--- config.mk ---
export PLATFORM = sky130hd
export DESIGN_NAME = rgb_ypbpr
export DESIGN_NICKNAME = d
export VERILOG_FILES = /design/src/source/vidout_pkg.sv /design/src/source/rgb_ypbpr.sv
export VERILOG_INCLUDE_DIRS = /design/src /design/src/source
export SDC_FILE = /design/constraint.sdc
export NUM_CORES = 1
export LEC_CHECK = 0
export BUFFER_PORTS_ARGS = -buffer_cell sky130_fd_sc_hd__buf_2
export CAP_MARGIN = 30
export CELL_PAD_IN_SITES_DETAIL_PLACEMENT = 1
export CELL_PAD_IN_SITES_GLOBAL_PLACEMENT = 1
export CORE_UTILIZATION = 54
export CTS_CLUSTER_SIZE = 16
export DETAILED_ROUTE_END_ITERATION = 10
export MAX_ROUTING_LAYER = met4
export PLACE_DENSITY_LB_ADDON = 0.1
export SYNTH_ARGS = -nofsm -noshare
export SYNTH_HDL_FRONTEND = slang
export SYNTH_SLANG_ARGS = --single-unit
export TNS_END_PERCENT = 5
--- constraint.sdc ---
create_clock -name clk -period 13.42 [get_ports clk]
set_input_delay 3.355 -clock clk [delete_from_list [all_inputs] [get_ports clk]]
set_output_delay 3.355 -clock clk [all_outputs]
set_load 0.03 [all_outputs]
--- src/source/vidout_macros.svh ---
// video output stage widths
// game, filtered and DAC channel sizes, pixel counter and line buffer depth
`ifndef VIDOUT_MACROS_SVH
`define VIDOUT_MACROS_SVH

// game side bits per channel
`define VID_COLORW 4
// after the bandwidth filter
`define VID_FILTW 5
// monitor DAC bits per channel
`define VID_DW 6

// pixel counter, also sizes each line buffer bank
`define VID_HCNTW 9
`define VID_BUF_DEPTH 512

`endif

--- src/source/vidout_pkg.sv ---
// video output stage types
// colour channels at each stage, pixel counts and doubler state
`include "vidout_macros.svh"

package vidout_pkg;

   // one colour channel at each point of the chain
   typedef logic [`VID_COLORW-1:0] game_color_t;
   typedef logic [`VID_FILTW-1:0]  filt_color_t;
   typedef logic [7:0]             full_color_t;
   typedef logic [`VID_DW-1:0]     dac_color_t;

   // pixel position inside a line, or a line length
   typedef logic [`VID_HCNTW-1:0] hcount_t;

   // 0 off, 1..3 dims odd lines by one to three quarters
   typedef logic [1:0] sl_mode_t;

   typedef enum logic [1:0] {
      X2_SEEK,
      X2_MEASURE,
      X2_RUN
   } x2_state_t;

endpackage

--- src/source/rgb_ypbpr.sv ---
// output stage
// optional RGB to YPbPr matrix, cut to DAC width
// picks composite or separate sync for the monitor cable
`timescale 1ns/100ps
`include "vidout_macros.svh"

module rgb_ypbpr (
   input  logic                  clk,
   input  logic                  rst_i,
   input  logic                  ypbpr_i,
   input  logic                  no_csync_i,
   input  logic                  scan2x_enb_i,
   input  vidout_pkg::full_color_t r_i,
   input  vidout_pkg::full_color_t g_i,
   input  vidout_pkg::full_color_t b_i,
   input  logic                  hs_i,
   input  logic                  vs_i,
   input  logic                  de_i,
   output vidout_pkg::dac_color_t  r_o,
   output vidout_pkg::dac_color_t  g_o,
   output vidout_pkg::dac_color_t  b_o,
   output logic                  hs_o,
   output logic                  vs_o,
   output logic                  de_o
);
   import vidout_pkg::*;

   logic [15:0]        y_sum;
   logic signed [17:0] pb_sum, pr_sum;
   full_color_t        y8, pb8, pr8;
   logic               csync, use_csync;

   // 8-bit fixed point matrix, colour difference terms signed
   always_comb begin
      y_sum  = 16'd77 * r_i + 16'd150 * g_i + 16'd29 * b_i;
      pb_sum = 18'sd128 * $signed({10'd0, b_i}) - 18'sd43 * $signed({10'd0, r_i})
             - 18'sd85 * $signed({10'd0, g_i});
      pr_sum = 18'sd128 * $signed({10'd0, r_i}) - 18'sd107 * $signed({10'd0, g_i})
             - 18'sd21 * $signed({10'd0, b_i});
      y8     = y_sum[15:8];
      // floor of sum/256, recentred on 128
      pb8    = pb_sum[15:8] + 8'd128;
      pr8    = pr_sum[15:8] + 8'd128;
   end

   always_ff @(posedge clk) begin
      if (ypbpr_i) begin
         r_o <= pr8[7 -: `VID_DW];
         g_o <= y8[7 -: `VID_DW];
         b_o <= pb8[7 -: `VID_DW];
      end else begin
         r_o <= r_i[7 -: `VID_DW];
         g_o <= g_i[7 -: `VID_DW];
         b_o <= b_i[7 -: `VID_DW];
      end
   end

   // scart and component want csync on hs with vs tied high
   assign csync     = hs_i ^ vs_i;
   assign use_csync = ypbpr_i | (scan2x_enb_i & ~no_csync_i);

   always_ff @(posedge clk) begin
      if (rst_i) begin
         hs_o <= 1'b0;
         vs_o <= 1'b0;
         de_o <= 1'b0;
      end else begin
         hs_o <= use_csync ? csync : hs_i;
         vs_o <= use_csync ? 1'b1 : vs_i;
         de_o <= de_i;
      end
   end

endmodule

==> impl_metrics.tcl <==
set metrics [dict create \
    status "finished with violations" \
    violations "DRC" \
    path_buf_inv 4 \
    start_kind "primary input" \
    yosysTopAreaCell "ha_1" \
    clkTransAtPathRegs_ns 0.08 \
    cts_buffers 3 \
    routed_wl_mm 22.0 \
    fillers 1706 \
    cts_resized 0 \
    drc 2 \
    setup_viol_count_final 0 \
    dpl.hpwl_mm 19.8 \
    core-area_sq_um 14600 \
    fp-row-count 44 \
    grt_pass1_vias 7095 \
    clock.fmax_ghz 0.0995 \
    synth.area.top_cells "ha_1, fa_1, inv_1" \
    wl_per_cell_microns 20.1 \
    gp_congestion 0.921 \
    cts_setup_buffers 0 \
    antenna_left 0 \
    vias_per_cell 5.53 \
    slew_headroom 0.526 \
    fp.dieW_microns 125 \
    grt.overflow.total 0 \
    drv_cap 0 \
    io_buffers 52 \
    required_ns 13.57 \
    path_delay_family "adder cells" \
    synth.net_count 1229 \
    netlist.area_leader.share 0.327 \
    drv_slew 0 \
    layout_commonest_cell "inv_1" \
    cts_sinks 21 \
    syn_to_final_growth_pct 6.83 \
    synthFlopType "dfxtp_1" \
    min_path_type "primary input to flop" \
    grtUsageTotal 0.312 \
    tns_ns 0 \
    tightest_slew_ns 0.711 \
    hold_viol_final 0 \
    die_h_microns 125 \
    rsz0062_at_grt "no" \
    drt-initial-drc-count 150 \
    fin_area_sq_um 8740 \
    die_area_sq_um 15700 \
    root_buffer "clkbuf_16" \
    mostFrequentLayoutCells "inv_1, ha_1, fa_1" \
    antenna_found_initial 0 \
    grt_pass1_wl_mm 36.2 \
    vias 6049 \
    place_area_sq_um 8660 \
    path_class "primary input to flop" \
    fin_util 0.597 \
    ys_seq_area_frac 0.0514 \
    crit_path_end_kind "flop" \
    syn_area_sq_um 8180 \
    ios 53 \
    start_util 0.559 \
    min_period_over_period 0.749 \
    cts_max_level 1 \
    grt_max_degree 30 \
    hold_ws_ns 3.27 \
    ys_seq_elements 21 \
    synthCells 856 \
    syn_avg_cell_area_sq_um 9.56 \
    first_pass_iters 7 \
    critPathSlowestCell "fa_1" \
    hold_buffers 0 \
    n_antenna_cell 0 \
    arrival_ns 10.19 \
    synth_cell_types 58 \
    drive_gt1_frac 0.0682 \
    critPathMaxFanout 9 \
    timing.final.crit_period_ns 10.05 \
    yosysWarnings 0 \
    clk_path_buf_depth 2 \
    cts_tree "yes" \
    finalNetCount 1283 \
    synth_edf_count 0 \
    critPathMaxStageDelay_ns 0.56 \
    async_reset_ff_frac 0 \
]
## through the flow
step | setup slack (ns) | cells
4_1_cts | 3.37 | 1093
2_1_floorplan | 4.04 | 856
3_5_place_dp | 3.11 | 1089
3_3_place_gp | 3.36 | 1089
6_report | 3.37 | 1093
5_1_grt | 3.06 | 1093
## logic make-up after synthesis
| logic type | after synthesis | share of synthesized area |
|---|---|---|
| fa+ha+maj | 341 | 0.638 |
| buf+inv | 239 | 0.110 |
| compound gates | 117 | 0.0980 |
| simple gates | 99 | 0.0606 |
| xor+xnor | 34 | 0.0364 |
| flops | 21 | 0.0514 |
| mux | 5 | 0.00612 |
## flip-flops by register name, indices dropped and copies added (netlist names)
name  count
r_o       6
b_o       6
hs_o      1
vs_o      1
g_o       6
de_o      1
## path summary, 6_finish.rpt
path	end	cells past startpoint	slack, ns	from
worst max-delay path	b_o[4]	25	3.37	g_i[1]
worst min-delay path	de_o	2	3.27	rst_i
## cell type report
class	instances	area (sq um)	area share
multi-input cells	596	6870	0.785
inverters	236	886	0.101
flip-flops and latches	21	420	0.0481
repair buffers	52	260	0.0298
well taps	184	230	0.0263
clock buffers	3	75.1	0.00859
clock inverters	1	5.00	0.000572
## Yosys cell counts (7+ instances only)
cell,number
nor3_1,12
nor2_1,25
a21o_1,11
o21ai_0,16
fa_1,127
nor2b_1,8
o21ai_1,7
inv_1,234
nand2_1,26
a21oi_1,26
dfxtp_1,21
ha_1,214
xnor2_1,15
xor2_1,19
## per-layer routing
layer / track usage / routed length [microns]
met5: - / 0
met4: 0.127 / 862
met3: 0.0278 / 598
met2: 0.550 / 11100
met1: 0.365 / 9420
Power is left out: the tool's default activity adds up to more than one toggle a clock period on the data nets, which glitch-free logic cannot reach.
