<file path="config.mk">
export PLATFORM = sky130hd
export DESIGN_NAME = scanline_shade
export DESIGN_NICKNAME = d
export VERILOG_FILES = /design/src/source/vidout_pkg.sv /design/src/source/scanline_shade.sv
export VERILOG_INCLUDE_DIRS = /design/src /design/src/source
export SDC_FILE = /design/constraint.sdc
export NUM_CORES = 1
export LEC_CHECK = 0
export ABC_CLOCK_PERIOD_IN_PS = 2370
export BUFFER_PORTS_ARGS = -buffer_cell sky130_fd_sc_hd__buf_4
export CAP_MARGIN = 20
export CORE_MARGIN = 2
export CORE_UTILIZATION = 30
export DETAILED_ROUTE_END_ITERATION = 8
export GPL_TIMING_DRIVEN = 1
export PLACE_DENSITY = 0.55
export SLEW_MARGIN = 20
export SYNTH_ARGS = -nofsm -noshare
export SYNTH_HDL_FRONTEND = slang
export SYNTH_SLANG_ARGS = --single-unit
</file>
<file path="constraint.sdc">
create_clock -name clk -period 2.37 [get_ports clk]
set_input_delay 0.1185 -clock clk [delete_from_list [all_inputs] [get_ports clk]]
set_output_delay 0.1185 -clock clk [all_outputs]
set_load 0.01 [all_outputs]
</file>
<file path="src/source/vidout_macros.svh">
// video output stage widths
// game, filtered and DAC channel sizes, pixel counter and line buffer depth
`ifndef VIDOUT_MACROS_SVH
`define VIDOUT_MACROS_SVH

// game side bits per channel
`define VID_COLORW 4
// after the bandwidth filter
`define VID_FILTW 5
// monitor DAC bits per channel
`define VID_DW 6

// pixel counter, also sizes each line buffer bank
`define VID_HCNTW 9
`define VID_BUF_DEPTH 512

`endif

</file>
<file path="src/source/vidout_pkg.sv">
// video output stage types
// colour channels at each stage, pixel counts and doubler state
`include "vidout_macros.svh"

package vidout_pkg;

   // one colour channel at each point of the chain
   typedef logic [`VID_COLORW-1:0] game_color_t;
   typedef logic [`VID_FILTW-1:0]  filt_color_t;
   typedef logic [7:0]             full_color_t;
   typedef logic [`VID_DW-1:0]     dac_color_t;

   // pixel position inside a line, or a line length
   typedef logic [`VID_HCNTW-1:0] hcount_t;

   // 0 off, 1..3 dims odd lines by one to three quarters
   typedef logic [1:0] sl_mode_t;

   typedef enum logic [1:0] {
      X2_SEEK,
      X2_MEASURE,
      X2_RUN
   } x2_state_t;

endpackage

</file>
<file path="src/source/scanline_shade.sv">
// scanline shader
// widens colour to 8 bits and dims every odd output line
`timescale 1ns/100ps

module scanline_shade (
   input  logic                  clk,
   input  logic                  rst_i,
   input  logic                  cen_i,
   input  logic                  odd_line_i,
   input  vidout_pkg::sl_mode_t    sl_mode_i,
   input  vidout_pkg::filt_color_t r_i,
   input  vidout_pkg::filt_color_t g_i,
   input  vidout_pkg::filt_color_t b_i,
   input  logic                  hs_i,
   input  logic                  vs_i,
   input  logic                  hb_i,
   input  logic                  vb_i,
   output vidout_pkg::full_color_t r_o,
   output vidout_pkg::full_color_t g_o,
   output vidout_pkg::full_color_t b_o,
   output logic                  hs_o,
   output logic                  vs_o,
   output logic                  hb_o,
   output logic                  vb_o,
   output logic                  de_o
);
   import vidout_pkg::*;

   // msbs repeated into the new lsbs, then minus mode quarters on odd lines
   function automatic full_color_t shade(input filt_color_t c, input logic odd,
                                         input sl_mode_t mode);
      full_color_t w;
      full_color_t q;
      w = {c, c[4:2]};
      q = w >> 2;
      if (odd) w = w - q * mode;
      return w;
   endfunction

   always_ff @(posedge clk) begin
      if (cen_i) begin
         r_o <= shade(r_i, odd_line_i, sl_mode_i);
         g_o <= shade(g_i, odd_line_i, sl_mode_i);
         b_o <= shade(b_i, odd_line_i, sl_mode_i);
      end
   end

   // timing delayed with the colour
   always_ff @(posedge clk) begin
      if (rst_i) begin
         hs_o <= 1'b0;
         vs_o <= 1'b0;
         hb_o <= 1'b1;
         vb_o <= 1'b1;
         de_o <= 1'b0;
      end else if (cen_i) begin
         hs_o <= hs_i;
         vs_o <= vs_i;
         hb_o <= hb_i;
         vb_o <= vb_i;
         de_o <= ~hb_i & ~vb_i;
      end
   end

endmodule

</file>
==> results.json <==
{
  "status": "complete, no violations",
  "cp_data_required_time_ps": 2390,
  "multi_input_area_um2": 2022,
  "synth_commonest_cells": "inv_1 (60), ha_1 (33), and2_1 (30), edfxtp_1 (24), nand2_1 (22)",
  "ys_warn_count": 0,
  "first_iter_violations": 100,
  "ir_drop_mv": 0.2654,
  "grt_pass1_vias": 2478,
  "min-delay-start": "rst_i",
  "synthTopCellsByArea": "edfxtp_1 (23%), ha_1 (13%), fa_1 (9.7%)",
  "critical_path_class": "primary input to flip-flop",
  "dpl-instance-area_um2": 3779,
  "worst_setup_path_start_kind": "primary input",
  "hold_path_class": "primary input to flip-flop",
  "synthCells": 342,
  "path_buf_inv": 2,
  "final_nets": 486,
  "ctsHoldBuffers": 0,
  "ys_seq_area_share_pct": 26.45,
  "dr.pass1.iters": 4,
  "postCtsResizedCells": 0,
  "slew-limit-headroom_pct": 66.55,
  "skew_ps": 0,
  "die_h_um": 105.7,
  "yosysTopAreaCell": "edfxtp_1",
  "start_util_pct": 30.47,
  "cp.arrival_ps": 2140,
  "grt_max_degree": 50,
  "synth_edf_count": 24,
  "synthesis.area_um2": 3103,
  "worstReg2RegStart": "hb_o",
  "wl_um": 6889,
  "final_util_pct": 38.24,
  "cp_max_fo": 15,
  "gr-total-overflow": 0,
  "cts_buffers": 5,
  "netlist.area_leader.share_pct": 23.23,
  "worst_pin_slew_ps": 501.8,
  "r2r_slack_ps": 1600,
  "p_leak_nw": 1.805,
  "hold_path_depth": 2,
  "synth_seq_cells": 29,
  "drc": 0,
  "ys_async_sr_fraction_pct": 0,
  "htreeDepth": 2,
  "numPortBuffers": 53,
  "hold_path_end": "vs_o",
  "slowest_stage": "fa_1",
  "clk_latency_ps": 260,
  "clock-sinks": 29,
  "synthFlopType": "edfxtp_1",
  "cts_tree": "built",
  "clk_pin_slew_ps": 70,
  "clock_path_buffers": 2,
  "die_area_um2": 11170,
  "synth.most_common_cell": "inv_1",
  "drv_cap": 0,
  "grt_pass1_wl_um": 11680,
  "row_count": 37,
  "hold_violations": 0,
  "drive_gt1_share_pct": 23.19,
  "end_kind": "flip-flop",
  "cpPeakStageDelay_ps": 490,
  "avgRoutedWirePerCell_um": 12.53,
  "track_usage_pct": 12.93,
  "slew_viol_final": 0,
  "powerDensity_nw_per_um2": 565.2,
  "r2r.worst_path.cells": 2,
  "crit_family": "adder cells",
  "antennaDiodeCount": 0,
  "drtAntennaViolNets": 0,
  "dpl_worst_slack_ps": -78.91,
  "stdcell_area_um2": 3895,
  "viasPerCell": 4.676,
  "synthToLayoutAreaGrowth_pct": 25.52,
  "fin_crit_sh_pct": 89.58,
  "antenna_found_initial": 0,
  "period_needed_ps": 2123,
  "regArea_um2": 820.8,
  "finalSetupViolations": 0,
  "fill_cells": 1050,
  "cts_setup_buffers": 0,
  "cts_root_buf": "clkbuf_8",
  "synth.distinct_cells": 42,
  "num_vias": 2572,
  "dp_hpwl_um": 5513,
  "core_area_um2": 10180,
  "fmax_mhz": 471.0,
  "place.gp.congestion": 0.8291,
  "die_x_um": 105.7,
  "rsz0062_at_grt": "false",
  "setup_slack_ps": 247.0,
  "crit_start": "sl_mode_i[0]",
  "tns_ps": 0,
  "synthesis.nets": 415,
  "worstPathCellList": "buf_4 > and2_1 > fa_1 > inv_1 > ha_1 > o21ai_0 > nor3_1 > a2111oi_2 > o2111ai_1",
  "r2r_end": "hb_o",
  "avgSynthCellArea_um2": 9.073,
  "io_pins": 54
}
-- metrics by stage --
step | std cells | hold WS (ps) | total power, mW
2_1_floorplan | 342 | 190.9 | 1.312
3_3_place_gp | 542 | 325.8 | 1.662
3_5_place_dp | 542 | 328.3 | 1.671
4_1_cts | 550 | 25.21 | 2.234
5_1_grt | 550 | 36.56 | 2.370
6_report | 550 | 34.01 | 2.201
-- layout make-up --
type	count	share of cell area, %
Clock inverter	1	0.7710
Timing Repair Buffer	72	13.88
Clock buffer	7	2.217
Tap cell	136	4.369
Sequential cell	29	21.07
Multi-Input combinational cell	245	51.91
Inverter	60	5.782
-- power breakdown --
group | internal (mW) | switching [mW] | total (mW)
combinational | 0.468 | 0.519 | 0.986
sequential | 0.649 | 0.0193 | 0.668
clock | 0.343 | 0.204 | 0.547
total | 1.46 | 0.742 | 2.20
-- worst max path at each step --
stage,to,cells past startpoint
after floorplan,g_o[7],9
after global placement,b_o[7],9
after detailed placement,b_o[7],9
after CTS,b_o[7],9
after global routing,b_o[7],9
final,b_o[7],9
-- cell usage in the layout, fill, tap and decap left out, types with 5 or more instances in the layout --
cell type   n
nor2_1     21
xor2_1      9
buf_4      72
a21oi_2     5
o21ai_0     9
a211o_1     5
clkbuf_8    6
fa_1       15
nand3_1    16
a21oi_1    10
edfxtp_1   24
ha_1       33
nand2_1    22
o2111ai_1   5
inv_1      60
dfxtp_1     5
and2_1     30
a21o_1      7
nor2b_1     5
nand3b_1    7
mux2i_1     6
-- flip-flops by register name, summed over array words and instances (netlist names) --
| register | cells |
|---|---|
| b_o | 8 |
| vs_o | 1 |
| hb_o | 1 |
| g_o | 8 |
| r_o | 8 |
| vb_o | 1 |
| de_o | 1 |
| hs_o | 1 |
-- logic make-up after synthesis --
group,after synthesis,share of synthesized area (%)
buffers and inverters,68,8.387
adders and majority gates,48,22.98
xor gates and xnor gates,12,3.387
muxes,9,3.024
and+or+nand+nor,116,19.88
DFF,29,26.45
AOI/OAI and AO/OA,60,15.89
-- metal layers --
metal | global-route usage (%) | share of wire [%]
met2 | 21.84 | 47
met1 | 17.63 | 49
met3 | 2.103 | 3.4
met4 | 2.256 | 0.58
met5 | 0 | 0
Note: power is estimated with default switching activity, not from simulation.
