[src/source/vidout_macros.svh]
// video output stage widths
// game, filtered and DAC channel sizes, pixel counter and line buffer depth
`ifndef VIDOUT_MACROS_SVH
`define VIDOUT_MACROS_SVH

// game side bits per channel
`define VID_COLORW 4
// after the bandwidth filter
`define VID_FILTW 5
// monitor DAC bits per channel
`define VID_DW 6

// pixel counter, also sizes each line buffer bank
`define VID_HCNTW 9
`define VID_BUF_DEPTH 512

`endif

[src/source/vidout_pkg.sv]
// video output stage types
// colour channels at each stage, pixel counts and doubler state
`include "vidout_macros.svh"

package vidout_pkg;

   // one colour channel at each point of the chain
   typedef logic [`VID_COLORW-1:0] game_color_t;
   typedef logic [`VID_FILTW-1:0]  filt_color_t;
   typedef logic [7:0]             full_color_t;
   typedef logic [`VID_DW-1:0]     dac_color_t;

   // pixel position inside a line, or a line length
   typedef logic [`VID_HCNTW-1:0] hcount_t;

   // 0 off, 1..3 dims odd lines by one to three quarters
   typedef logic [1:0] sl_mode_t;

   typedef enum logic [1:0] {
      X2_SEEK,
      X2_MEASURE,
      X2_RUN
   } x2_state_t;

endpackage

[src/source/scan2x_ctrl.sv]
// scan doubler control
// measures each input line from its hsync, addresses the ping-pong buffer
// and regenerates sync and blanking for two output half-lines per line
// bypass mode forwards the input timing one pixel late
`timescale 1ns/100ps

module scan2x_ctrl (
   input  logic              clk,
   input  logic              rst_i,
   input  logic              pxl_cen_i,
   input  logic              pxl2_cen_i,
   input  logic              scan2x_enb_i,
   input  logic              hs_i,
   input  logic              vs_i,
   input  logic              hb_i,
   input  logic              vb_i,
   output vidout_pkg::hcount_t wr_addr_o,
   output vidout_pkg::hcount_t rd_addr_o,
   output logic              wr_en_o,
   output logic              bank_o,
   output logic              odd_line_o,
   output logic              x2_hs_o,
   output logic              x2_vs_o,
   output logic              x2_hb_o,
   output logic              x2_vb_o,
   output logic              x2_cen_o
);
   import vidout_pkg::*;

   x2_state_t state;
   logic      hs_q, hb_q;
   logic      hs_rise, hs_fall, hb_rise, hb_fall;
   logic      line_start, run_x2;
   logic      bank_q, odd_q, odd_nxt;
   logic      vb_cap, vb_line;
   hcount_t   hcnt, line_len, hs_wid, act_beg, act_end;
   hcount_t   p_q, p_nxt;

   // edges of the input timing, seen for a whole input pixel
   assign hs_rise = hs_i & ~hs_q;
   assign hs_fall = ~hs_i & hs_q;
   assign hb_rise = hb_i & ~hb_q;
   assign hb_fall = ~hb_i & hb_q;

   assign line_start = pxl_cen_i & hs_rise;
   assign run_x2     = (state == X2_RUN) | ((state == X2_MEASURE) & hs_rise);

   // write side, a line starts at address 0 on the hsync rise
   assign wr_en_o   = pxl_cen_i;
   assign wr_addr_o = hs_rise ? '0 : hcnt;

   // new bank only on the write cycle itself
   // in bypass the write lands in the bank read on the next clock
   assign bank_o = bank_q ^ (pxl_cen_i & (scan2x_enb_i | hs_rise));

   assign rd_addr_o  = p_q;
   assign odd_line_o = odd_q;
   assign x2_cen_o   = scan2x_enb_i ? pxl_cen_i : pxl2_cen_i;

   // next output pixel, two half-lines per input line
   always_comb begin
      p_nxt   = p_q + 1'b1;
      odd_nxt = odd_q;
      if (line_start) begin
         p_nxt   = '0;
         odd_nxt = 1'b0;
      end else if (p_q == line_len - 1'b1) begin
         p_nxt   = '0;
         odd_nxt = 1'b1;
      end
   end

   // input line measurement
   always_ff @(posedge clk) begin
      if (rst_i) begin
         state    <= X2_SEEK;
         hs_q     <= 1'b0;
         hb_q     <= 1'b1;
         hcnt     <= '0;
         bank_q   <= 1'b0;
         line_len <= '0;
         hs_wid   <= '0;
         act_beg  <= '0;
         act_end  <= '0;
         vb_cap   <= 1'b1;
         vb_line  <= 1'b1;
      end else if (pxl_cen_i) begin
         hs_q <= hs_i;
         hb_q <= hb_i;
         hcnt <= wr_addr_o + 1'b1;
         if (!scan2x_enb_i) bank_q <= bank_o;
         if (hs_fall) hs_wid <= wr_addr_o;
         // active window and its vblank level, replayed on the next line
         if (hb_fall) begin
            act_beg <= wr_addr_o;
            vb_cap  <= vb_i;
         end
         if (hb_rise) act_end <= wr_addr_o;
         if (hs_rise) begin
            line_len <= hcnt;
            vb_line  <= vb_cap;
         end
         case (state)
            X2_SEEK:    if (hs_rise) state <= X2_MEASURE;
            X2_MEASURE: if (hs_rise) state <= X2_RUN;
            default:    state <= X2_RUN;
         endcase
      end
   end

   // read address and output timing
   always_ff @(posedge clk) begin
      if (rst_i) begin
         p_q     <= '0;
         odd_q   <= 1'b0;
         x2_hs_o <= 1'b0;
         x2_vs_o <= 1'b0;
         x2_hb_o <= 1'b1;
         x2_vb_o <= 1'b1;
      end else if (scan2x_enb_i) begin
         odd_q <= 1'b0;
         if (pxl_cen_i) begin
            p_q     <= wr_addr_o;
            x2_hs_o <= hs_i;
            x2_vs_o <= vs_i;
            x2_hb_o <= hb_i;
            x2_vb_o <= vb_i;
         end
      end else if (pxl2_cen_i) begin
         if (run_x2) begin
            p_q     <= p_nxt;
            odd_q   <= odd_nxt;
            x2_hs_o <= p_nxt < hs_wid;
            x2_vs_o <= vs_i;
            x2_hb_o <= (p_nxt < act_beg) | (p_nxt >= act_end);
            x2_vb_o <= line_start ? vb_cap : vb_line;
         end else begin
            // nothing measured yet, keep the monitor blanked
            p_q     <= '0;
            odd_q   <= 1'b0;
            x2_hs_o <= 1'b0;
            x2_vs_o <= 1'b0;
            x2_hb_o <= 1'b1;
            x2_vb_o <= 1'b1;
         end
      end
   end

endmodule

[config.mk]
export PLATFORM = sky130hd
export DESIGN_NAME = scan2x_ctrl
export DESIGN_NICKNAME = d
export VERILOG_FILES = /design/src/source/vidout_pkg.sv /design/src/source/scan2x_ctrl.sv
export VERILOG_INCLUDE_DIRS = /design/src /design/src/source
export SDC_FILE = /design/constraint.sdc
export NUM_CORES = 1
export LEC_CHECK = 0
export ABC_AREA = 1
export BUFFER_PORTS_ARGS = -buffer_cell sky130_fd_sc_hd__buf_2
export CAP_MARGIN = 0
export CORE_AREA = 4 4 85 87
export DETAILED_ROUTE_END_ITERATION = 6
export DIE_AREA = 0 0 89 91
export PLACE_DENSITY = 0.79
export REMOVE_ABC_BUFFERS = 1
export SYNTH_ARGS = -nofsm -noshare
export SYNTH_HDL_FRONTEND = slang
export SYNTH_SLANG_ARGS = --single-unit
[constraint.sdc]
create_clock -name clk -period 3 [get_ports clk]
set_input_delay 0.6 -clock clk [delete_from_list [all_inputs] [get_ports clk]]
set_output_delay 0.6 -clock clk [all_outputs]
set_load 0.05 [all_outputs]
==> metrics <==
register area share after synthesis=0.348; die footprint=0.00810 mm^2; Max Slew Vio Count=0; Syn Area/Cell=6.97 um^2; max_slew headroom=0.595; largest net degree at the start of global routing=31; vias in the first global route=3652; clock transition at the registers of the reported paths=0.08 ns; Comb pwr share=0.225; Ports=35; power per cell area=523 mW/mm^2; CTS tree=done; Yosys top cell area share=0.348; ant diodes=0; fin util=0.698; DRC viols=0; post-route minimum period=2.80 ns; P_int=1.57 mW; grt total ovfl=0; Post-Synthesis Cells=545; Sw Ratio=0.322; final wirelength=10300 um; ranking of synthesized cells by area=dfxtp_1 (35%), nand2_1 (10%), ha_1 (8.2%), o21ai_0 (7.4%), inv_1 (7.3%); FF+latch count, synth=66; Sink Count=66; WL/cell=15.4 um; area used by multi-input combinational logic=0.00216 mm^2; Die Y=91 um; GRT Util Overall=0.263; synth-to-layout area growth=16.6%; storage element area=0.00133 mm^2; Arrival @ worst endpoint=2.20 ns; DR vias=3746; TritonCTS Buffers=9; Clock Tree Buf Depth=2; Root Driver=clkbuf_8; CP Capture Type=primary output; Peak supply drop=0.372 mV; Crit Path Category=primary input to primary output; Psw=0.745 mW; worst skew pair latency=0.34 ns; layout cells sized above 1=0.186; R2R depth=20; # rows=29; commonest non-fill, non-tap cell in the layout=nand2_1; Reg power frac=0.413; slew of the pin with the lowest slew margin=0.602 ns; FMAX=357 MHz; H-tree depth=3; flop-to-flop setup slack=0.22 ns; hold crit path type=flop to flop; DPL Wire Length=7440 um; total core area=0.00635 mm^2; commonest non-fill, non-tap cells in the layout=nand2_1 (101), inv_1 (72), dfxtp_1 (63); Max-cap violations=0; DRT antenna net count=0; Clock Power Share=0.362; synthesized area=0.00380 mm^2; Ys Warns=0; initial antenna violation count=0; Filler Cell Count=500; final net count=620; maximum fanout along the worst path=10; Cells on Worst Hold Path=2; leakage power=1.94 nW; Via density=5.61; startpoint types=primary input; Die Wd=89 um; RSZ-0062 raised after global routing=yes; distinct cell type count after synthesis=38; Final Skew=0.00856 ns; Hold EP=hs_wid[5]$_SDFFE_PP0P_; Final setup viols=0; first-pass GRT wire length=16900 um; IO buf count=34; Final Wtd Congestion=0.905; Post-synth top flop=dfxtp_1; FF-to-FF Start=line_len[0]$_SDFFE_PP0P_; first drt pass iteration count=5; Initial Util=0.598; period utilization=0.935; 1st-iter DRT viols=277; status=completed; hold_sp=hs_wid[5]$_SDFFE_PP0P_; Post-synth EDFFs=0; Synth area leader=dfxtp_1; RR Endpoint=x2_hs_o$_SDFFE_PP0P_; total power=2.32 mW; Fin. Hold Viols=0; CTS Hold Bufs=0; ys async rst share=0; Worst Path Required=2.40 ns
## cells in the mapped netlist (3+ instances only)
library cell	number
nand2_1	102
inv_1	74
dfxtp_1	66
o21ai_0	56
a21oi_1	55
nor2_1	43
ha_1	25
nand3_1	23
clkbuf_1	13
nor3_1	11
a31oi_1	10
xor2_1	7
inv_2	6
nor2_2	6
nand4_1	5
a211oi_1	4
buf_2	4
xnor2_1	4
nor3_2	3
o211ai_1	3
## through the flow
step / instance area, um^2 / cells / hold slack, ns / worst slack, ns / TNS [ns]
final: 4430 / 668 / 0.464 / 0.196 / 0
after CTS: 4320 / 666 / 0.468 / 0.0439 / 0
after detailed placement: 4090 / 650 / 0.454 / -0.0401 / -0.0401
after global routing: 4430 / 668 / 0.492 / -0.0342 / -0.0589
after floorplan: 3710 / 524 / 0.438 / 0.105 / 0
after global placement: 4090 / 650 / 0.446 / 0.0520 / 0
## worst max-delay path by stage
| stage | startpoint | end | cells past startpoint |
|---|---|---|---|
| global route | line_len[0]$_SDFFE_PP0P_ | x2_hs_o$_SDFFE_PP0P_ | 20 |
| detailed placement | line_len[0]$_SDFFE_PP0P_ | x2_hs_o$_SDFFE_PP0P_ | 21 |
| CTS | line_len[0]$_SDFFE_PP0P_ | x2_hs_o$_SDFFE_PP0P_ | 20 |
| global placement | line_len[0]$_SDFFE_PP0P_ | x2_hs_o$_SDFFE_PP0P_ | 21 |
| floorplan | rd_addr_o[0]$_SDFFE_PP0P_ | x2_hs_o$_SDFFE_PP0P_ | 14 |
| finish | hs_i | bank_o | 10 |
## what timing repair did
item | in CTS | in global routing
setup endpoints to repair | 1 | 2
pin swaps | 0 | 10
gates resized for setup | 3 | 23
buffers inserted | 0 | 2
## routing by layer
| layer | up-vias | GRT usage | part of all wire | routed length, um |
|---|---|---|---|---|
| met5 | - | 0 | 0 | 0 |
| met4 | 0 | 0.132 | 0.039 | 404 |
| met3 | 38 | 0.0561 | 0.075 | 772 |
| met2 | 154 | 0.407 | 0.46 | 4750 |
| met1 | 1690 | 0.343 | 0.42 | 4350 |
| li1 | 1864 | - | - | - |
## kinds of logic after synthesis
logic type | share of synthesized area
AND/OR/NAND/NOR | 0.243
AO/OA/AOI/OAI | 0.194
buffers and inverters | 0.107
flip-flops | 0.348
adder cells (fa/ha/maj) | 0.0824
XOR/XNOR | 0.0254
## final cells by class
| cell class | instances | share of cell area |
|---|---|---|
| Clock buffer | 10 | 0.0288 |
| Clock inverter | 6 | 0.0203 |
| Inverter | 83 | 0.0726 |
| Multi-Input combinational cell | 375 | 0.488 |
| Sequential cell | 66 | 0.299 |
| Tap cell | 77 | 0.0218 |
| Timing Repair Buffer | 51 | 0.0689 |
## power groups by stage
stage / logic, mW / clock network [mW] / registers (mW)
global placement: 0.465 / 0 / 0.972
floorplan: 0.303 / 0 / 1.01
detailed placement: 0.480 / 0 / 0.974
CTS: 0.486 / 0.841 / 0.954
finish: 0.521 / 0.839 / 0.955
global route: 0.583 / 0.878 / 0.961
## worst max-delay path, cell delays in order
cell     delay [ns]
buf_2          0.11
inv_2          0.05
nor2_4         0.25
inv_2          0.14
nor2_8         0.19
buf_4          0.21
inv_4          0.08
nand2_1        0.07
xor2_1         0.20
buf_2          0.30
## flip-flops by register name, indices dropped and copies added (netlist names), 2 cells and up
name and flops:
state 2, act_beg 9, line_len 9, hcnt 9, rd_addr_o 9, hs_wid 9
act_end 9
No activity file was read; power rests on OpenSTA's default activity.
