===== config.mk =====
export PLATFORM = sky130hd
export DESIGN_NAME = vid_bw_filter
export DESIGN_NICKNAME = d
export VERILOG_FILES = /design/src/source/vidout_pkg.sv /design/src/source/vid_bw_filter.sv
export VERILOG_INCLUDE_DIRS = /design/src /design/src/source
export SDC_FILE = /design/constraint.sdc
export NUM_CORES = 1
export LEC_CHECK = 0
export BUFFER_PORTS_ARGS = -buffer_cell sky130_fd_sc_hd__buf_2
export CAP_MARGIN = 40
export CORE_MARGIN = 5
export CORE_UTILIZATION = 52
export CTS_CLUSTER_DIAMETER = 200
export DETAILED_ROUTE_END_ITERATION = 8
export PLACE_DENSITY = 0.78
export SETUP_SLACK_MARGIN = 0.1
export SLEW_MARGIN = 20
export SYNTH_ARGS = -nofsm -noshare
export SYNTH_HDL_FRONTEND = slang
export SYNTH_SLANG_ARGS = --single-unit

===== constraint.sdc =====
create_clock -name clk -period 2.17 [get_ports clk]
set_clock_uncertainty 0.2 [all_clocks]
set_input_delay 0.1085 -clock clk [delete_from_list [all_inputs] [get_ports clk]]
set_output_delay 0.1085 -clock clk [all_outputs]
set_load 0.01 [all_outputs]

===== src/source/vidout_macros.svh =====
// video output stage widths
// game, filtered and DAC channel sizes, pixel counter and line buffer depth
`ifndef VIDOUT_MACROS_SVH
`define VIDOUT_MACROS_SVH

// game side bits per channel
`define VID_COLORW 4
// after the bandwidth filter
`define VID_FILTW 5
// monitor DAC bits per channel
`define VID_DW 6

// pixel counter, also sizes each line buffer bank
`define VID_HCNTW 9
`define VID_BUF_DEPTH 512

`endif


===== src/source/vidout_pkg.sv =====
// video output stage types
// colour channels at each stage, pixel counts and doubler state
`include "vidout_macros.svh"

package vidout_pkg;

   // one colour channel at each point of the chain
   typedef logic [`VID_COLORW-1:0] game_color_t;
   typedef logic [`VID_FILTW-1:0]  filt_color_t;
   typedef logic [7:0]             full_color_t;
   typedef logic [`VID_DW-1:0]     dac_color_t;

   // pixel position inside a line, or a line length
   typedef logic [`VID_HCNTW-1:0] hcount_t;

   // 0 off, 1..3 dims odd lines by one to three quarters
   typedef logic [1:0] sl_mode_t;

   typedef enum logic [1:0] {
      X2_SEEK,
      X2_MEASURE,
      X2_RUN
   } x2_state_t;

endpackage


===== src/source/vid_bw_filter.sv =====
// analog bandwidth filter
// two-tap smoothing of each colour channel, mimics a soft video cable
// sync and blanking registered alongside so everything keeps its pixel
`timescale 1ns/100ps

module vid_bw_filter (
   input  logic                  clk,
   input  logic                  rst_i,
   input  logic                  pxl_cen_i,
   input  logic                  bw_en_i,
   input  vidout_pkg::game_color_t r_i,
   input  vidout_pkg::game_color_t g_i,
   input  vidout_pkg::game_color_t b_i,
   input  logic                  hs_i,
   input  logic                  vs_i,
   input  logic                  hb_i,
   input  logic                  vb_i,
   output vidout_pkg::filt_color_t r_o,
   output vidout_pkg::filt_color_t g_o,
   output vidout_pkg::filt_color_t b_o,
   output logic                  hs_o,
   output logic                  vs_o,
   output logic                  hb_o,
   output logic                  vb_o
);
   import vidout_pkg::*;

   // previous sample of each channel
   game_color_t r_prev, g_prev, b_prev;

   // sum of two samples, or widen with the msb copied down
   function automatic filt_color_t smooth(input game_color_t cur, input game_color_t prev,
                                          input logic en);
      filt_color_t s;
      if (en) s = {1'b0, cur} + {1'b0, prev};
      else s = {cur, cur[$bits(cur)-1]};
      return s;
   endfunction

   always_ff @(posedge clk) begin
      if (pxl_cen_i) begin
         r_prev <= r_i;
         g_prev <= g_i;
         b_prev <= b_i;
         r_o    <= smooth(r_i, r_prev, bw_en_i);
         g_o    <= smooth(g_i, g_prev, bw_en_i);
         b_o    <= smooth(b_i, b_prev, bw_en_i);
      end
   end

   // timing follows the colour by the same one pixel
   always_ff @(posedge clk) begin
      if (rst_i) begin
         hs_o <= 1'b0;
         vs_o <= 1'b0;
         hb_o <= 1'b1;
         vb_o <= 1'b1;
      end else if (pxl_cen_i) begin
         hs_o <= hs_i;
         vs_o <= vs_i;
         hb_o <= hb_i;
         vb_o <= vb_i;
      end
   end

endmodule


==> results of run 1 <==
final timing paths:
path              startpoint  cells after the start  slack [ns]     end
setup / recovery      b_i[3]                      6        0.26  b_o[3]
hold / removal     pxl_cen_i                      1        0.17  r_o[4]
setup reg to reg   b_prev[3]                      4        0.34  b_o[3]
hold reg to reg         hs_o                      2        0.32    hs_o
where the power goes:
group / leakage (nW) / internal, W / switching [W]
Sequential: 0.298 / 0.000710 / 0.0000150
Combinational: 0.545 / 0.000131 / 0.000139
Clock: 0.0273 / 0.000120 / 0.000186
Total: 0.870 / 0.000960 / 0.000340
state kept, by name (all words and copies together), names as in the netlist:
| register | count |
|---|---|
| hb_o | 1 |
| r_prev | 4 |
| vs_o | 1 |
| b_prev | 4 |
| b_o | 5 |
| g_o | 5 |
| r_o | 5 |
| g_prev | 4 |
| vb_o | 1 |
| hs_o | 1 |
through the flow:
step / total power (W) / area (sq um) / utilization
2_1_floorplan: 0.000895 / 1600 / -
3_3_place_gp: 0.000967 / 1790 / 0.597
3_5_place_dp: 0.000987 / 1790 / 0.597
4_1_cts: 0.00131 / 2010 / 0.670
5_1_grt: 0.00138 / 2010 / 0.670
6_report: 0.00130 / 2010 / 0.670
worst max-delay path: stages:
cell	delay [ns]
dlygate4sd3_1	0.53
buf_2	0.15
ha_1	0.34
and3b_1	0.20
a311oi_1	0.30
o211ai_1	0.15
synthesized netlist by cell type:
| library cell | number |
|---|---|
| nand2_1 | 5 |
| buf_6 | 1 |
| mux2i_1 | 4 |
| nor2b_1 | 8 |
| nand3b_2 | 1 |
| a211o_1 | 2 |
| a21oi_1 | 4 |
| o211ai_1 | 1 |
| fa_1 | 3 |
| buf_2 | 1 |
| inv_1 | 16 |
| a31oi_1 | 3 |
| xnor2_1 | 3 |
| ha_1 | 12 |
| a311oi_1 | 3 |
| nor4bb_1 | 2 |
| nor2_1 | 7 |
| buf_12 | 1 |
| o21ai_0 | 6 |
| o311ai_1 | 2 |
| edfxtp_1 | 27 |
| dfxtp_1 | 4 |
| and3b_1 | 1 |
| nand4b_1 | 3 |
| mux2_2 | 3 |
layer usage:
layer / share of wire / vias to the layer above / wire length (um) / GRT usage
li1: - / 568 / - / -
met1: 0.40 / 520 / 1260 / 0.166
met2: 0.54 / 31 / 1670 / 0.312
met3: 0.051 / 4 / 160 / 0.0547
met4: 0.0096 / 0 / 30 / 0.0596
met5: 0 / - / 0 / 0
cell type report:
cell class	count	area, sq um
multi-input combinational	73	609
clock inverter	2	7.51
inverter	16	60.1
fill	235	992
tap	33	41.3
clock buffer	6	41.3
sequential	31	891
timing repair buffer	55	360
cell usage in the layout (no fill, tap or decap):
cell,netlist,layout
o311ai_1,2,2
a211o_1,2,2
fa_1,3,3
o211ai_1,1,1
buf_2,1,38
a311oi_1,3,3
mux2i_1,4,4
a21oi_1,4,4
dlygate4sd3_1,0,17
nand4b_1,3,3
nor2b_1,8,8
o21ai_0,6,6
nand2_1,5,5
clkinv_1,0,2
mux2_2,3,3
a31oi_1,3,3
and3b_1,1,1
nor2_1,7,7
nor4bb_1,2,2
dfxtp_1,4,4
clkbuf_1,0,1
ha_1,12,12
clkbuf_4,0,5
inv_1,16,16
xnor2_1,3,3
nand3b_2,1,1
edfxtp_1,27,27
logic make-up after synthesis:
| group | after synthesis | synth area share |
|---|---|---|
| buffers and inverters | 19 | 0.0603 |
| AO/OA/AOI/OAI | 21 | 0.0862 |
| XOR/XNOR | 3 | 0.0165 |
| flip-flops | 31 | 0.558 |
| AND/OR/NAND/NOR | 27 | 0.101 |
| adder cells (fa/ha/maj) | 15 | 0.132 |
| multiplexers | 7 | 0.0462 |
what timing repair did:
action / in CTS / in global routing
hold buffers: 17 / 0
hold endpoints to repair: 27 / 0
setup endpoints to repair: 0 / 0
==> impl_metrics.toml, run 1 <==
[critical_path]
crit_arrival_ns = 1.78
worstSetupPathType = "in2reg"
critPathLaunchType = "input pin"
cp_max_fo = 5
endpoint_kind = "flop"
cp.required_ns = 2.03

[min_path]
hp-class = "in2reg"

[floorplan]
coreArea_sq_um = 3000
initial_utilization = 0.532
die_area_sq_um = 4280
io_pins = 39
die_y_um = 65.4
num_rows = 20
die_w_um = 65.4

[global_route]
track_usage = 0.165
gr-total-overflow = 0
grt_pass1_wl_um = 5240
grt_pass1_vias = 1194
grt_max_degree = 35
antenna_found_initial = 0

[final_layout]
fin_cells = 216
area_growth_pct = 25.9
drive_gt1_frac = 0.257
antenna_cells = 0
fin_nets = 217

[outcome]
status = "completed"

[flow_run]
maxCapViolCount = 0

[place]
post-place-ws_ns = 0.349
gp_congestion = 0.743
portBuffers = 38
dp_cells = 191
dpl.hpwl_um = 2100

[clocking]
cts_buffers = 5
htreeDepth = 2
cts_resized = 0
clk_pin_slew_worst_paths_ns = 0.10
clock-sinks = 31
cts_buffer_depth = 2
cts_tree = "done"
cts_setup_buffers = 0
clk_latency_ns = 0.33
clockRootBuffer = "clkbuf_4"

[yosys]
synth.yosys.seq_area_share = 0.558
yosysTopAreaCellShare = 0.508
syn_nets = 158
ys_ff_latch = 31
postSynthAreaPerCell_sq_um = 13.0
yosys.cell_types.count = 25
netlist_area_sq_um = 1600
synth_largest_area_cell = "edfxtp_1"
synthCells = 123
ys_warn_count = 0
synth_top_cells_by_area = "edfxtp_1 (51%), ha_1 (9.4%), dfxtp_1 (5.0%), fa_1 (3.8%), inv_1 (3.8%)"

[power_and_ir_drop]
pwr_density_cell_nw_per_um2 = 647
leakagePower_nw = 0.870
peakVddDrop_mv = 0.385

[timing]
timing.hold.ws_ns = 0.173
relSlewSlack = 0.525
rsz0062_at_grt = "no"
final-max-slew-violation-count = 0
period_share = 0.882
fmax_mhz = 523
hold_violations = 0
fin_crit_ns = 1.91
worstMarginPinSlew_ns = 0.712
setup_viol = 0
finalSetupTns_ns = 0
worst_slack_ns = 0.256

[detailed_routing]
ant_nets = 0
drt_iter0_drc = 37
wl_um = 3120
firstDrtPassIters = 4
dr_total_vias = 1123
route.detailed.drc = 0
wire_per_inst_um = 14.4
avgViaCountPerCell = 5.20
(Power assumes the default switching activity.)
==> inputs of run 2 (changes only) <==
--- a/config.mk
+++ b/config.mk
@@ -7,11 +7,11 @@
 export NUM_CORES = 1
 export LEC_CHECK = 0
-export BUFFER_PORTS_ARGS = -buffer_cell sky130_fd_sc_hd__buf_2
 export CAP_MARGIN = 40
 export CORE_MARGIN = 5
-export CORE_UTILIZATION = 52
+export CORE_UTILIZATION = 56
 export CTS_CLUSTER_DIAMETER = 200
 export DETAILED_ROUTE_END_ITERATION = 8
-export PLACE_DENSITY = 0.78
+export DONT_BUFFER_PORTS = 1
+export PLACE_DENSITY = 0.71
 export SETUP_SLACK_MARGIN = 0.1
 export SLEW_MARGIN = 20
--- a/constraint.sdc
+++ b/constraint.sdc
@@ -3,3 +3,3 @@
 set_input_delay 0.1085 -clock clk [delete_from_list [all_inputs] [get_ports clk]]
 set_output_delay 0.1085 -clock clk [all_outputs]
-set_load 0.01 [all_outputs]
+set_load 0.05 [all_outputs]
==> impl_metrics.toml, run 2 (synthesis gave the netlist of run 1 again) <==
[floorplan]
die_y_um = 63.4
num_rows = 19
die_area_sq_um = 4020
io_pins = 39
coreArea_sq_um = 2730
die_w_um = 63.4
initial_utilization = 0.584

[min_path]
whs_path_depth = 3
hp-class = "in2reg"
holdCritStartpoint = "b_i[3]"
min_to = "b_o[4]"

[clocking]
clk_latency_ns = 0.31
cts_buffer_depth = 2
clock-sinks = 31
clockRootBuffer = "clkbuf_4"
cts_resized = 0
cts_tree = "done"
clk_pin_slew_worst_paths_ns = 0.09
htreeDepth = 2
cts_setup_buffers = 0
cts_buffers = 5
ctsHoldBuffers = 23

[critical_path]
crit_top_cell = "dlygate4sd3_1"
path_cells = "dlygate4sd3_1 > ha_1 > mux2_2 > dlygate4sd3_1"
r2r_slack_ns = 0.25
cp.required_ns = 2.04
slowest_stage = "dlygate4sd3_1"
worstSetupPathType = "in2reg"
crit_arrival_ns = 1.80
cp.buffers_inverters = 2
endpoint_kind = "flop"
worst_r2r_path_depth = 3
cp_max_fo = 3
critPathLaunchType = "input pin"
worstReg2RegEnd = "b_o[0]"
crit_family = "buffers and inverters"
critPathMaxStageDelay_ns = 0.58
r2r_start = "b_prev[0]"

[power_and_ir_drop]
finalPower_w = 0.00137
leakagePower_nw = 0.748
peakVddDrop_mv = 0.646
pwr_density_cell_nw_per_um2 = 725

[final_layout]
antenna_cells = 0
drive_gt1_frac = 0.0795
final_common_cell = "edfxtp_1"
area_growth_pct = 18.0
fin_cells = 182
layout_common_cells = "edfxtp_1 (27), dlygate4sd3_1 (21), inv_1 (16)"
final_util = 0.689
largestRegisters = "b_o x5, g_o x5, r_o x5"
fin_nets = 185

[global_route]
gr-total-overflow = 0
grt_pass1_vias = 1134
grt_pass1_wl_um = 5040
track_usage = 0.161
antenna_found_initial = 0
grt_max_degree = 32

[detailed_routing]
wire_per_inst_um = 15.6
route.detailed.drc = 0
drt_iter0_drc = 29
firstDrtPassIters = 4
dr_total_vias = 1019
wl_um = 2840
avgViaCountPerCell = 5.60
ant_nets = 0

[timing]
period_share = 0.889
fin_crit_ns = 1.93
finalSetupTns_ns = 0
worstMarginPinSlew_ns = 0.533
relSlewSlack = 0.645
hold_violations = 0
rsz0062_at_grt = "no"
fmax_mhz = 519
setup_viol = 0
final-max-slew-violation-count = 0

[place]
gp_congestion = 0.707
dp_cells = 151
portBuffers = 0
dpl.hpwl_um = 1760

[outcome]
status = "completed"

[flow_run]
maxCapViolCount = 0
[run 2: worst max path at each step]
stage	startpoint	to	slack [ns]	cells past startpoint
2_1_floorplan	b_prev[3]	b_o[3]	0.54	4
3_3_place_gp	r_prev[0]	r_o[4]	0.51	6
3_5_place_dp	b_prev[3]	b_o[3]	0.43	4
4_1_cts	bw_en_i	r_o[3]	0.10	4
5_1_grt	b_prev[0]	b_o[0]	0.21	3
6_report	b_i[0]	b_o[0]	0.24	4
[run 2: routing by layer]
metal / share of wire / vias up / global-route usage
met1: 0.42 / 477 / 0.178
li1: - / 508 / -
met2: 0.51 / 32 / 0.277
met5: 0 / - / 0
met3: 0.060 / 2 / 0.0657
met4: 0.0070 / 0 / 0.0545
[run 2: cell type report]
class	count	area, sq um
clock buffers	7	45.0
fillers	188	850
repair buffers	23	235
flip-flops and latches	31	891
clock inverters	1	5.00
multi-input cells	73	609
inverters	16	60.1
well taps	31	38.8
[run 2: through the flow]
stage               hold WS (ns)  area (sq um)  setup WS (ns)
floorplan                -0.0191          1600          0.537
global placement         -0.0164          1600          0.510
detailed placement       -0.0108          1600          0.433
CTS                       0.0117          1890          0.104
global route              0.0275          1880          0.214
finish                    0.0202          1880          0.241
[run 2: worst min-delay path, stage by stage]
cell and delay, ns:
ha_1 0.12, inv_1 0.04, a31oi_1 0.15
[run 2: report_power, final]
| part | leakage, nW | total (W) | switching (W) | internal, W |
|---|---|---|---|---|
| Combinational | 0.421 | 0.000214 | 0.000102 | 0.000111 |
| Sequential | 0.298 | 0.000843 | 0.000131 | 0.000712 |
| Clock | 0.0293 | 0.000310 | 0.000184 | 0.000126 |
| Total | 0.748 | 0.00137 | 0.000417 | 0.000950 |
==> inputs of run 3 (changes only) <==
- CORE_UTILIZATION: 56 -> 60
- PLACE_DENSITY: 0.71 -> 0.8
==> impl_metrics.toml, run 3 (synthesis gave the netlist of run 1 again) <==
[outcome]
status = "completed"

[critical_path]
slowest_stage = "dlygate4sd3_1"
worstSetupPathType = "reg2reg"
crit_arrival_ns = 1.82
cp.buffers_inverters = 1
endpoint_kind = "flop"
critPathLaunchType = "flop"
cp_max_fo = 1
critPathMaxStageDelay_ns = 0.56
path_cells = "ha_1 > mux2_2 > dlygate4sd3_1"
crit_family = "buffers and inverters"
cp.required_ns = 2.04

[timing]
relSlewSlack = 0.649
worstMarginPinSlew_ns = 0.526
period_share = 0.898
timing.hold.ws_ns = 0.0112
hold_violations = 0
fin_crit_ns = 1.95
fmax_mhz = 513
finalSetupTns_ns = 0
rsz0062_at_grt = "no"
setup_viol = 0
final-max-slew-violation-count = 0

[power_and_ir_drop]
clkPwrFrac = 0.230
p_int_w = 0.000957
peakVddDrop_mv = 0.670
pwr_density_cell_nw_per_um2 = 728
leakagePower_nw = 0.760
finalPower_w = 0.00139
p_sw_frac = 0.313
p_sw_w = 0.000436
combPwrFrac = 0.164
p_seq_frac = 0.606

[global_route]
globalRouteMet1Util = 0.201
gr-total-overflow = 0
grt_pass1_wl_um = 5040
antenna_found_initial = 0
met2_usage = 0.318
track_usage = 0.189
grt_pass1_vias = 1116
grt_use_met3 = 0.0755
grt_most_used_layer = "met2"
grt_max_degree = 32

[clocking]
cts_tree = "done"
clockRootBuffer = "clkbuf_4"
clock-sinks = 31
htreeDepth = 2
clk_pin_slew_worst_paths_ns = 0.10
cts_resized = 0
cts_setup_buffers = 0
cts_buffer_depth = 2
ctsHoldBuffers = 24
clk_latency_ns = 0.33
cts_buffers = 5

[final_layout]
final_util = 0.758
final_common_cell = "edfxtp_1"
final_area_sq_um = 1910
fin_nets = 187
drive_gt1_frac = 0.0784
largestRegisters = "b_o x5, g_o x5, r_o x5"
area_growth_pct = 19.8
antenna_cells = 0
fillerInstances = 149
layout_common_cells = "edfxtp_1 (27), dlygate4sd3_1 (23), inv_1 (16)"

[floorplan]
die_y_um = 61.6
io_pins = 39
num_rows = 18
die_area_sq_um = 3790
coreArea_sq_um = 2520
initial_utilization = 0.633
die_w_um = 61.6

[place]
dpl.hpwl_um = 1970
portBuffers = 0
gp_congestion = 0.740
placed_area_sq_um = 1600

[min_path]
hp-class = "in2reg"

[detailed_routing]
firstDrtPassIters = 4
route.detailed.drc = 0
dr_total_vias = 1099
ant_nets = 0
avgViaCountPerCell = 6.01
drt_iter0_drc = 39
wl_um = 3180
wire_per_inst_um = 17.4

[flow_run]
maxCapViolCount = 0
-- run 3: cell types whose count changed in the layout (fill, tap and decap cells not counted) --
cell           before  now
buf_2               1    0
buf_8               0    1
dlygate4sd3_1      21   23
-- run 3: power groups by stage --
stage / clock, W / sequential (W) / combinational (W)
2_1_floorplan: 0 / 0.000852 / 0.000139
3_3_place_gp: 0 / 0.000857 / 0.000142
3_5_place_dp: 0 / 0.000860 / 0.000155
4_1_cts: 0.000325 / 0.000845 / 0.000222
5_1_grt: 0.000357 / 0.000850 / 0.000253
6_report: 0.000320 / 0.000844 / 0.000229
-- run 3: worst paths after layout --
| check | startpoint | end | slack [ns] | cells past startpoint |
|---|---|---|---|---|
| setup reg to reg | b_prev[0] | b_o[0] | 0.22 | 3 |
| hold / removal | g_i[3] | g_o[4] | 0.01 | 3 |
| hold reg to reg | g_prev[0] | g_o[0] | 0.52 | 2 |
| setup / recovery | b_prev[0] | b_o[0] | 0.22 | 3 |
-- run 3: stage by stage --
step,setup slack [ns],std cells
after floorplan,0.537,123
after global routing,0.165,183
after CTS,0.117,182
after detailed placement,0.404,150
after global placement,0.517,150
final,0.221,183
-- run 3: worst register-to-register path, cell delays in order (launching register included) --
cell	delay, ns
edfxtp_1	0.39
ha_1	0.28
mux2_2	0.26
dlygate4sd3_1	0.56
-- run 3: cell type report --
class                           instances  area, sq um  share of cell area
Sequential cell                        31          891               0.466
Multi-Input combinational cell         73          609               0.319
Timing Repair Buffer                   25          265               0.139
Inverter                               16         60.1              0.0314
Clock buffer                            7         45.0              0.0235
Tap cell                               30         37.5              0.0196
Clock inverter                          1         5.00             0.00262
-- run 3: per-layer routing --
layer	up-vias	share of wire
met5	-	0
met2	51	0.50
met1	525	0.39
li1	511	-
met3	12	0.077
met4	0	0.031
